<file path="src/hw/chdr_pkg.sv">
//~~~~~~~~~~~~~~~~~~~~~~~~~~~~~~~~~~~~~~~~~~~~~~~~~~~~~~~~~~~~~~~~~~~~
// Shared types for the CHDR ingress port. Beat width is fixed at chdr_w;
// modules check their WIDTH parameter against it at elaboration.
//~~~~~~~~~~~~~~~~~~~~~~~~~~~~~~~~~~~~~~~~~~~~~~~~~~~~~~~~~~~~~~~~~~~~
package chdr_pkg;

  localparam int chdr_w = 64;

  // One stream beat with its end-of-packet marker
  typedef struct packed {
    logic              last;
    logic [chdr_w-1:0] data;
  } chdr_beat_t;

  // Header field positions in the first beat
  localparam int len_lsb  = 0;
  localparam int len_msb  = 15;
  localparam int seq_lsb  = 16;
  localparam int seq_msb  = 31;
  localparam int type_lsb = 61;
  localparam int type_msb = 63;

  localparam int beat_bytes = 8;
  localparam int cnt_w      = 16;

  // Codes 3 and 5 are reserved
  typedef enum logic [2:0] {
    PKT_MGMT     = 3'd0,
    PKT_STRS     = 3'd1,
    PKT_STRC     = 3'd2,
    PKT_CTRL     = 3'd4,
    PKT_DATA     = 3'd6,
    PKT_DATA_EOB = 3'd7
  } chdr_pkt_type_e;

  typedef enum logic {
    ST_HEADER = 1'b0,
    ST_BODY   = 1'b1
  } chk_state_e;

endpackage

</file>
<file path="src/hw/axis_flop2.sv">
//~~~~~~~~~~~~~~~~~~~~~~~~~~~~~~~~~~~~~~~~~~~~~~~~~~~~~~~~~~~~~~~~~~~~
// Two-entry register FIFO. Output is always registered and o_ready
// comes from state only, so it breaks both forward and backward paths.
//~~~~~~~~~~~~~~~~~~~~~~~~~~~~~~~~~~~~~~~~~~~~~~~~~~~~~~~~~~~~~~~~~~~~
module axis_flop2 #(
  parameter int WIDTH = chdr_pkg::chdr_w
) (
  input  logic                 i_clk,
  input  logic                 i_rst,
  input  chdr_pkg::chdr_beat_t i_beat,
  input  logic                 i_valid,
  output logic                 o_ready,
  output chdr_pkg::chdr_beat_t o_beat,
  output logic                 o_valid,
  input  logic                 i_ready
);

  if (WIDTH != chdr_pkg::chdr_w) begin : g_width_chk
    $error("axis_flop2: WIDTH must equal the beat data width");
  end

  chdr_pkg::chdr_beat_t main_q;
  chdr_pkg::chdr_beat_t skid_q;
  logic [1:0]           count;
  logic                 push;
  logic                 pop;

  assign push    = i_valid && o_ready;
  assign pop     = o_valid && i_ready;
  assign o_valid = (count != 2'd0);
  assign o_ready = (count != 2'd2);
  assign o_beat  = main_q;

  always_ff @(posedge i_clk) begin
    if (i_rst) begin
      count <= 2'd0;
    end else if (push && !pop) begin
      count <= count + 2'd1;
    end else if (pop && !push) begin
      count <= count - 2'd1;
    end
  end

  // Main holds the head; skid only fills when main is stuck
  always_ff @(posedge i_clk) begin
    if (push && ((count == 2'd0) || ((count == 2'd1) && pop))) begin
      main_q <= i_beat;
    end else if (pop && (count == 2'd2)) begin
      main_q <= skid_q;
    end
    if (push && (count == 2'd1) && !pop) begin
      skid_q <= i_beat;
    end
  end

endmodule

</file>
<file path="config.mk">
export PLATFORM = sky130hd
export DESIGN_NAME = axis_flop2
export DESIGN_NICKNAME = d
export VERILOG_FILES = /design/src/hw/chdr_pkg.sv /design/src/hw/axis_flop2.sv
export SDC_FILE = /design/constraint.sdc
export NUM_CORES = 1
export LEC_CHECK = 0
export BUFFER_PORTS_ARGS = -buffer_cell sky130_fd_sc_hd__buf_4
export CAP_MARGIN = 20
export CORE_UTILIZATION = 50
export CTS_CLUSTER_SIZE = 30
export DETAILED_ROUTE_END_ITERATION = 7
export MAX_ROUTING_LAYER = met4
export PLACE_DENSITY = 0.77
export SETUP_SLACK_MARGIN = 0.3
export SLEW_MARGIN = 20
export SYNTH_ARGS = -nofsm -noshare
export SYNTH_HDL_FRONTEND = slang
export SYNTH_SLANG_ARGS = --single-unit
export TNS_END_PERCENT = 10
</file>
<file path="constraint.sdc">
create_clock -name i_clk -period 15.8 [get_ports i_clk]
set_input_delay 2.37 -clock i_clk [delete_from_list [all_inputs] [get_ports i_clk]]
set_output_delay 2.37 -clock i_clk [all_outputs]
set_load 0.05 [all_outputs]
</file>
==> results.md <==
* Share of layout cells above drive strength 1 at between 60% and 70%
* Post-Route WL at between 8 and 9 mm
* Grt total ovfl at 0
* Syn nets at 296
* Final Cycle Share at around a quarter
* Final Hold Vio Count at 0
* FF-to-FF End: o_beat[36]
* Router iterations before antenna repair at 4
* Total GRT Usage at 17.9%
* FF-to-FF setup slack at around 13,000 ps
* CP Launch Point: count[0]
* Post-CTS resize count at 0
* Async SR Flop Fraction at 0%
* CP required at between 10,000 and 15,000 ps
* Core area at 0.00977 mm2
* Worst Slack Setup Final at between 10,000 and 15,000 ps
* Worst Hold Class: register to register
* DR vias at ~2,500
* Status: completed
* Post-route ant nets at 0
* Initial antenna violation count at 0
* PwrDens at 208 mW/mm2
* Worst-skew pair later-pin latency at roughly 500 ps
* Pin count of the biggest net entering global routing at 67
* Worst setup path end: o_ready
* Hold-fix buffers at CTS at 0
* Clk slew on worst S/H paths at roughly 50 ps
* Dominant cell type by area after synthesis: edfxtp_1
* FMAX at approximately 0.25 GHz
* Leakage at 2.68 nW
* Initial Utilization at about half
* Vias per inst at about 4.9
* Antenna Cells at 0
* Placed wire-length estimate at roughly 5.6 mm
* H-tree depth at 4
* Setup TNS at 0 ps
* # IOs at 136
* Port bufs at roughly 140
* Startpoint Class: register
* Critical path class: register to output port
* Slew margin rel. at between 40% and 50%
* Register area share after synthesis at 78.4%
* Seq cells post-synth at roughly 130
* Max Cap Viol at 0
* DIE AREA at approximately 0.010 mm2
* Die Wd at approximately 100 um
* RSZ-0062 raised after global routing: no
* Most common cell in the netlist: edfxtp_1
* Synth unique cells at 18
* Routed WL per cell at 16.6 um
* Arrival time worst endpoint at ~1600 ps
* TritonCTS clock tree: done
* Post-Syn Instances at 223
* Main synth FF type: edfxtp_1
* Clock Tree Root: clkbuf_8
* R2r startpoint: count[0]
* Crit path time final at ~4000 ps
* Skew final at a little under 6 ps
* Top post-synthesis cells by area: edfxtp_1 78%, mux2_4 12%, mux2_2 5.8%
* Slew @ Worst Pin at approximately 840 ps
* First-pass GRT wire length at 12.8 mm
* Post-CTS setup buffer count at 0
* Clock sinks at between 100 and 150
* CTS Buf Count at 17
* Vias in the first global route at 2,542
* Gpl congestion at between 0.7 and 0.8
* Netlist Area Pre-Place at 0.00503 mm2
* VDD IR max at between 0.2 and 0.3 mV
* Synthesized area per cell at about 23 um2
* CTS max path bufs at 2
* YS warnings at 0
* CP Capture Type: output port
* EDFF count, synth at between 100 and 150
* Crit path max fanout at 3
* Drc violations at 0
* Post-synth top area share at 77.6%
* Worst slack, placed at roughly 11,000 ps
* Layout area overhead at 33.6%
* Final Max Slew Viols at 0
* Setup violators final at 0
* Row cnt at 36
* Final net count at between 400 and 500
* Die Height at 102 um
* Starting DRT DRC Count at 87
* R2r worst-path depth at 6
* Commonest cells in the netlist: 130 x edfxtp_1, 39 x mux2_4, 26 x mux2_2
-- logic make-up after synthesis --
logic type	count (synthesis)	share of synthesized area [%]
flip-flops	132	78.4
multiplexers	66	17.7
buffers and inverters	11	1.62
AND/OR/NAND/NOR	6	0.746
adder cells (fa/ha/maj)	4	0.995
AO/OA/AOI/OAI	2	0.249
XOR/XNOR	2	0.348
-- flip-flops by register name, indices dropped and copies added (netlist names) --
signal  count
count       2
o_beat     65
skid_q     65
-- cell usage in the layout (no fill, tap or decap) --
cell | netlist | layout
xor2_1 | 1 | 1
nor2b_4 | 1 | 1
mux2_2 | 26 | 26
clkbuf_16 | 0 | 16
and3_2 | 0 | 1
xnor2_1 | 1 | 1
o21ai_4 | 0 | 1
nand2_1 | 1 | 1
clkinv_2 | 0 | 5
edfxtp_1 | 130 | 130
nand2_8 | 0 | 1
nor2_1 | 2 | 2
buf_4 | 0 | 137
bufinv_16 | 0 | 2
clkinvlp_4 | 0 | 2
clkinv_1 | 0 | 5
a21o_1 | 1 | 1
mux2i_1 | 1 | 1
inv_1 | 4 | 4
dfxtp_1 | 2 | 2
clkbuf_8 | 0 | 1
ha_1 | 4 | 4
clkbuf_1 | 0 | 1
mux2_4 | 39 | 39
-- per-stage QoR --
stage / power (mW) / hold WS [ps] / std cells / instance area [um2] / util, %
finish: 1.40 / 548 / 518 / 6720 / 68.8
global route: 1.45 / 553 / 518 / 6720 / 68.8
CTS: 1.42 / 549 / 518 / 6710 / 68.7
detailed placement: 1.06 / 529 / 486 / 6180 / 63.2
global placement: 1.05 / 512 / 486 / 6180 / 63.2
floorplan: 0.937 / 490 / 223 / 5030 / -
-- critical path: stages, from the launching register on --
cell	delay, ps
dfxtp_1	370
inv_1	80
ha_1	270
inv_1	150
buf_4	220
-- worst min-delay path by stage --
stage,start,end,slack [ps],cells after the start
detailed placement,count[1],count[1],530,2
global placement,count[1],count[1],510,2
finish,skid_q[35],o_beat[35],550,1
global route,skid_q[31],o_beat[31],550,1
floorplan,count[1],count[1],490,2
CTS,skid_q[35],o_beat[35],550,1
-- per-layer routing --
layer	vias up	global-route usage (%)	share of wire (%)
met3	13	6.02	5.5
met4	0	8.46	1.6
met1	1232	21.6	42
met2	100	27.2	51
li1	1173	-	-
met5	-	-	0
-- area by class of cell --
cell class	instances	area, um2
inverters	4	15.0
fillers	661	3050
well taps	133	166
repair buffers	137	1030
multi-input cells	80	1030
clock buffers	18	418
clock inverters	14	119
flip-flops and latches	132	3940
-- power breakdown --
group / leakage [nW] / internal (mW) / switching, mW / total, mW
Sequential: 1.22 / 0.507 / 0.0238 / 0.531
Clock: 0.261 / 0.220 / 0.133 / 0.352
Combinational: 1.20 / 0.181 / 0.337 / 0.518
Power figures use the tool's default switching activity.
