===== src/hw/chdr_pkg.sv =====
//~~~~~~~~~~~~~~~~~~~~~~~~~~~~~~~~~~~~~~~~~~~~~~~~~~~~~~~~~~~~~~~~~~~~
// Shared types for the CHDR ingress port. Beat width is fixed at chdr_w;
// modules check their WIDTH parameter against it at elaboration.
//~~~~~~~~~~~~~~~~~~~~~~~~~~~~~~~~~~~~~~~~~~~~~~~~~~~~~~~~~~~~~~~~~~~~
package chdr_pkg;

  localparam int chdr_w = 64;

  // One stream beat with its end-of-packet marker
  typedef struct packed {
    logic              last;
    logic [chdr_w-1:0] data;
  } chdr_beat_t;

  // Header field positions in the first beat
  localparam int len_lsb  = 0;
  localparam int len_msb  = 15;
  localparam int seq_lsb  = 16;
  localparam int seq_msb  = 31;
  localparam int type_lsb = 61;
  localparam int type_msb = 63;

  localparam int beat_bytes = 8;
  localparam int cnt_w      = 16;

  // Codes 3 and 5 are reserved
  typedef enum logic [2:0] {
    PKT_MGMT     = 3'd0,
    PKT_STRS     = 3'd1,
    PKT_STRC     = 3'd2,
    PKT_CTRL     = 3'd4,
    PKT_DATA     = 3'd6,
    PKT_DATA_EOB = 3'd7
  } chdr_pkt_type_e;

  typedef enum logic {
    ST_HEADER = 1'b0,
    ST_BODY   = 1'b1
  } chk_state_e;

endpackage


===== src/hw/chdr_hdr_check.sv =====
//~~~~~~~~~~~~~~~~~~~~~~~~~~~~~~~~~~~~~~~~~~~~~~~~~~~~~~~~~~~~~~~~~~~~
// Header checker on a pass-through link. Bad packets are only flagged,
// never dropped. Counters saturate at their maximum value.
//~~~~~~~~~~~~~~~~~~~~~~~~~~~~~~~~~~~~~~~~~~~~~~~~~~~~~~~~~~~~~~~~~~~~
module chdr_hdr_check #(
  parameter int WIDTH = chdr_pkg::chdr_w
) (
  input  logic                           i_clk,
  input  logic                           i_rst,
  input  chdr_pkg::chdr_beat_t           i_beat,
  input  logic                           i_valid,
  output logic                           o_ready,
  output chdr_pkg::chdr_beat_t           o_beat,
  output logic                           o_valid,
  input  logic                           i_ready,
  output chdr_pkg::chdr_pkt_type_e       o_pkt_type,
  output logic                           o_len_err,
  output logic [chdr_pkg::cnt_w-1:0]     o_pkt_cnt,
  output logic [chdr_pkg::cnt_w-1:0]     o_err_cnt
);

  if (WIDTH != chdr_pkg::chdr_w) begin : g_width_chk
    $error("chdr_hdr_check: WIDTH must equal the beat data width");
  end

  localparam int BW = chdr_pkg::cnt_w + 1;

  chdr_pkg::chk_state_e     state;
  chdr_pkg::chdr_pkt_type_e hdr_type;
  logic [15:0]              hdr_len;
  logic [15:0]              cur_len;
  logic [BW-1:0]            beat_cnt;
  logic [BW-1:0]            cur_cnt;
  logic [BW-1:0]            exp_cnt;
  logic                     is_hdr;
  logic                     xfer;

  // The stream passes straight through
  assign o_beat  = i_beat;
  assign o_valid = i_valid;
  assign o_ready = i_ready;

  assign xfer   = i_valid && i_ready;
  assign is_hdr = (state == chdr_pkg::ST_HEADER);

  // On the header beat use its own fields, later the latched ones
  assign cur_len = is_hdr ? i_beat.data[chdr_pkg::len_msb:chdr_pkg::len_lsb] : hdr_len;
  assign cur_cnt = is_hdr ? BW'(1) : ((beat_cnt == '1) ? beat_cnt : beat_cnt + 1'b1);
  assign o_pkt_type = is_hdr ?
      chdr_pkg::chdr_pkt_type_e'(i_beat.data[chdr_pkg::type_msb:chdr_pkg::type_lsb]) :
      hdr_type;

  // Length in bytes rounded up to whole beats
  assign exp_cnt = (BW'(cur_len) + BW'(chdr_pkg::beat_bytes - 1))
                   >> $clog2(chdr_pkg::beat_bytes);

  assign o_len_err = xfer && i_beat.last && (cur_cnt != exp_cnt);

  always_ff @(posedge i_clk) begin
    if (xfer && is_hdr) begin
      hdr_len  <= cur_len;
      hdr_type <= o_pkt_type;
    end
  end

  always_ff @(posedge i_clk) begin
    if (i_rst) begin
      state     <= chdr_pkg::ST_HEADER;
      beat_cnt  <= '0;
      o_pkt_cnt <= '0;
      o_err_cnt <= '0;
    end else if (xfer) begin
      beat_cnt <= cur_cnt;
      if (i_beat.last) begin
        state <= chdr_pkg::ST_HEADER;
        if (o_pkt_cnt != '1) begin
          o_pkt_cnt <= o_pkt_cnt + 1'b1;
        end
        if (o_len_err && (o_err_cnt != '1)) begin
          o_err_cnt <= o_err_cnt + 1'b1;
        end
      end else begin
        state <= chdr_pkg::ST_BODY;
      end
    end
  end

endmodule


===== config.mk =====
export PLATFORM = sky130hd
export DESIGN_NAME = chdr_hdr_check
export DESIGN_NICKNAME = d
export VERILOG_FILES = /design/src/hw/chdr_pkg.sv /design/src/hw/chdr_hdr_check.sv
export SDC_FILE = /design/constraint.sdc
export NUM_CORES = 1
export LEC_CHECK = 0
export ABC_AREA = 1
export BUFFER_PORTS_ARGS = -buffer_cell sky130_fd_sc_hd__buf_4
export CAP_MARGIN = 25
export CORE_ASPECT_RATIO = 1.4
export CORE_MARGIN = 2
export CORE_UTILIZATION = 55
export CTS_BUF_LIST = sky130_fd_sc_hd__clkbuf_8
export DETAILED_ROUTE_END_ITERATION = 10
export PLACE_DENSITY = 0.95
export SYNTH_ARGS = -nofsm -noshare
export SYNTH_HDL_FRONTEND = slang
export SYNTH_SLANG_ARGS = --single-unit

===== constraint.sdc =====
create_clock -name i_clk -period 4.6 [get_ports i_clk]
set_input_delay 0 -clock i_clk [delete_from_list [all_inputs] [get_ports i_clk]]
set_output_delay 0 -clock i_clk [all_outputs]
set_load 0.05 [all_outputs]

==> impl_metrics.tcl <==
set metrics [dict create \
    worst_pin_slew_ns 0.974 \
    arrival_ns 3.13 \
    cts_resized 0 \
    antenna_left 0 \
    worstSetupStartpoint "state$_SDFFE_PP0P_" \
    ir_drop_uv 201 \
    slowest_delay_ns 0.62 \
    synth_edf_count 19 \
    synth.avg_cell_area_um2 6.39 \
    finalCriticalPeriod_ns 3.13 \
    crit_top_cell "nand2_1" \
    grtUsageTotal_pct 24.6 \
    synth.net_count 882 \
    yosysSeqAreaShare_pct 30.4 \
    syn_area_um2 5180 \
    timing.rr.start "state$_SDFFE_PP0P_" \
    layout-drive-gt1-share_pct 15.3 \
    first_pass_iters 5 \
    path_max_fanout 30 \
    num_vias 5185 \
    io_pins 172 \
    area_growth_pct 8.41 \
    insertion_delay_ns 0.36 \
    synthCells 810 \
    path_class "register to output pin" \
    crit_family "simple AND/OR/NAND/NOR gates" \
    comb_power_share_pct 18.1 \
    crit_buf_inv 2 \
    hold_class "primary input to output pin" \
    path_clk_slew_ns 0.08 \
    n_fill_cell 803 \
    nets 892 \
    die_height_um 119 \
    wl_per_cell_um 13.5 \
    worstHoldStart "i_beat[26]" \
    ys_warn_count 0 \
    synth-seq-cells 69 \
    tritoncts.num_buffers 9 \
    end_kind "output pin" \
    p_leak_uw 0.00262 \
    clock_sinks 69 \
    swShare_pct 29.6 \
    die-width_um 86.0 \
    skew_ns 0.0125 \
    required_ns 4.60 \
    outcome "complete, no violations" \
    antenna_found_initial 0 \
    rsz0062_at_grt "no" \
    cap_violations 0 \
    finalSetupViolCount 0 \
    synthFlopType "dfxtp_1" \
    seq_area_um2 1570 \
    p_switching_uw 460 \
    start_util_pct 57.0 \
    final_cells 932 \
    num_rows 41 \
    cts_tree "built" \
    grt_max_degree 56 \
    path_cells "inv_1 -> nand2_1 -> nand2_1 -> nand2_1 -> nor2_1 -> nand2_1 -> o21ai_1 -> nand3_1 -> nand2_1 -> nor2_1 -> nand2_1 -> nor2_2 -> a21boi_0 -> buf_4" \
    pwr-share-clk_pct 39.2 \
    drt_wl_total_mm 12.6 \
    final_common_cell "nand2_1" \
    finalCritPeriodShare_pct 68.1 \
    cts_buffer_depth 2 \
    placed_cells 909 \
    diodes 0 \
    root_buffer "clkbuf_8" \
    async_flop_share_pct 0 \
    routabilityCongestion 0.942 \
    cp-start-kind "register" \
    relSlewSlack_pct 35.0 \
    power.share.sequential_pct 42.7 \
    multiInputGateArea_um2 2620 \
    io_buffers 81 \
    slowest_stage "inv_1" \
    htreeDepth 3 \
    powerDensity_nw_per_um2 277 \
    coreArea_um2 9080 \
    synth_cell_type_count 35 \
    hold_violations 0 \
    drc 0 \
    p_int_uw 1100 \
    grt-ovfl-total 0 \
    drtIter0Drc 388 \
    place_hpwl_mm 8.79 \
    grt_pass1_wl_mm 20.6 \
    die_area_um2 10200 \
    viasPerCell 5.56 \
    maxSlewViolCount 0 \
    grt_pass1_vias 4818 \
    fin_tns_setup_ns 0 \
    max_freq_ghz 0.319 \
    final_cell_mix "258 x nand2_1, 95 x inv_1, 82 x buf_4" \
]
==> power groups by stage <==
stage | Sequential (uW) | Combinational (uW) | Clock (uW)
floorplan | 679 | 315 | 0
global route | 667 | 309 | 638
finish | 664 | 281 | 610
detailed placement | 677 | 272 | 0
CTS | 663 | 278 | 618
global placement | 676 | 266 | 0
==> per-stage QoR <==
| step | hold WS, ns | cell area (um2) | worst slack, ns | util [%] | power (uW) |
|---|---|---|---|---|---|
| after global placement | 0.000341 | 5300 | 1.68 | 58.3 | 942 |
| final | 0.0000170 | 5610 | 1.47 | 61.8 | 1560 |
| after CTS | 0.000341 | 5610 | 1.48 | 61.8 | 1560 |
| after detailed placement | 0.000341 | 5300 | 1.56 | 58.3 | 949 |
| after global routing | 0.0000718 | 5610 | 1.14 | 61.8 | 1610 |
| after floorplan | 0.167 | 5180 | 1.80 | - | 994 |
==> worst reg2reg max path: cells and delay by family (launching register included) <==
kind / cells / cell delay, ns
simple gates: 14 / 1.75
compound gates: 2 / 0.33
buf+inv: 1 / 0.62
flops: 1 / 0.32
==> path summary, 6_finish.rpt <==
kind / endpoint / slack (ns) / depth (start not counted)
setup / recovery: o_len_err / 1.47 / 14
hold / removal: o_beat[26] / 0.00002 / 0
hold reg to reg: o_pkt_cnt[15]$_SDFFE_PP0P_ / 0.48 / 2
setup reg to reg: o_err_cnt[11]$_SDFFE_PP0P_ / 1.48 / 17
==> cell families (layout without fill, tap and decap cells) <==
group / count (synthesis) / in the layout / share of synthesized area, %
adders and majority gates: 3 / 3 / 0.725
buffers and inverters: 185 / 200 / 19.1
DFF: 69 / 69 / 30.4
xor gates and xnor gates: 17 / 17 / 2.88
AOI/OAI and AO/OA: 80 / 80 / 7.90
and+or+nand+nor: 456 / 456 / 39.0
==> routing by layer <==
metal	global-route usage, %	vias up	routed length [um]
li1	-	2533	-
met1	26.4	2324	4770
met2	43.7	266	6390
met3	4.12	62	923
met4	15.5	0	501
met5	0	-	0
==> cell usage after synthesis (17+ instances only) <==
| cell | instances | area [um2] |
|---|---|---|
| nand4_1 | 27 | 169 |
| buf_4 | 70 | 526 |
| dfxtp_1 | 50 | 1000 |
| o21ai_0 | 32 | 160 |
| edfxtp_1 | 19 | 571 |
| nand2_1 | 258 | 968 |
| nor2_1 | 65 | 244 |
| nand3_1 | 57 | 285 |
| a21oi_1 | 41 | 205 |
| nor3_1 | 17 | 85.1 |
| inv_1 | 95 | 357 |
==> final cells by class <==
cell class | instances | share of cell area (%)
multi-input combinational | 556 | 46.6
timing repair buffer | 89 | 12.2
inverter | 95 | 6.35
clock inverter | 7 | 2.19
clock buffer | 9 | 2.21
tap | 107 | 2.39
sequential | 69 | 28.0
==> repair_timing <==
item                                    in CTS  in global routing
endpoints found under the setup margin       0                  0
hold endpoints to repair                    21                  0
buffers inserted                             0                  0
hold buffers                                 7                  0
==> registers in the layout, summed over array words and instances (netlist names) <==
register   flops
beat_cnt      17
hdr_len       16
o_err_cnt     16
o_pkt_cnt     16
hdr_type       3
state          1
(Power assumes the default switching activity.)
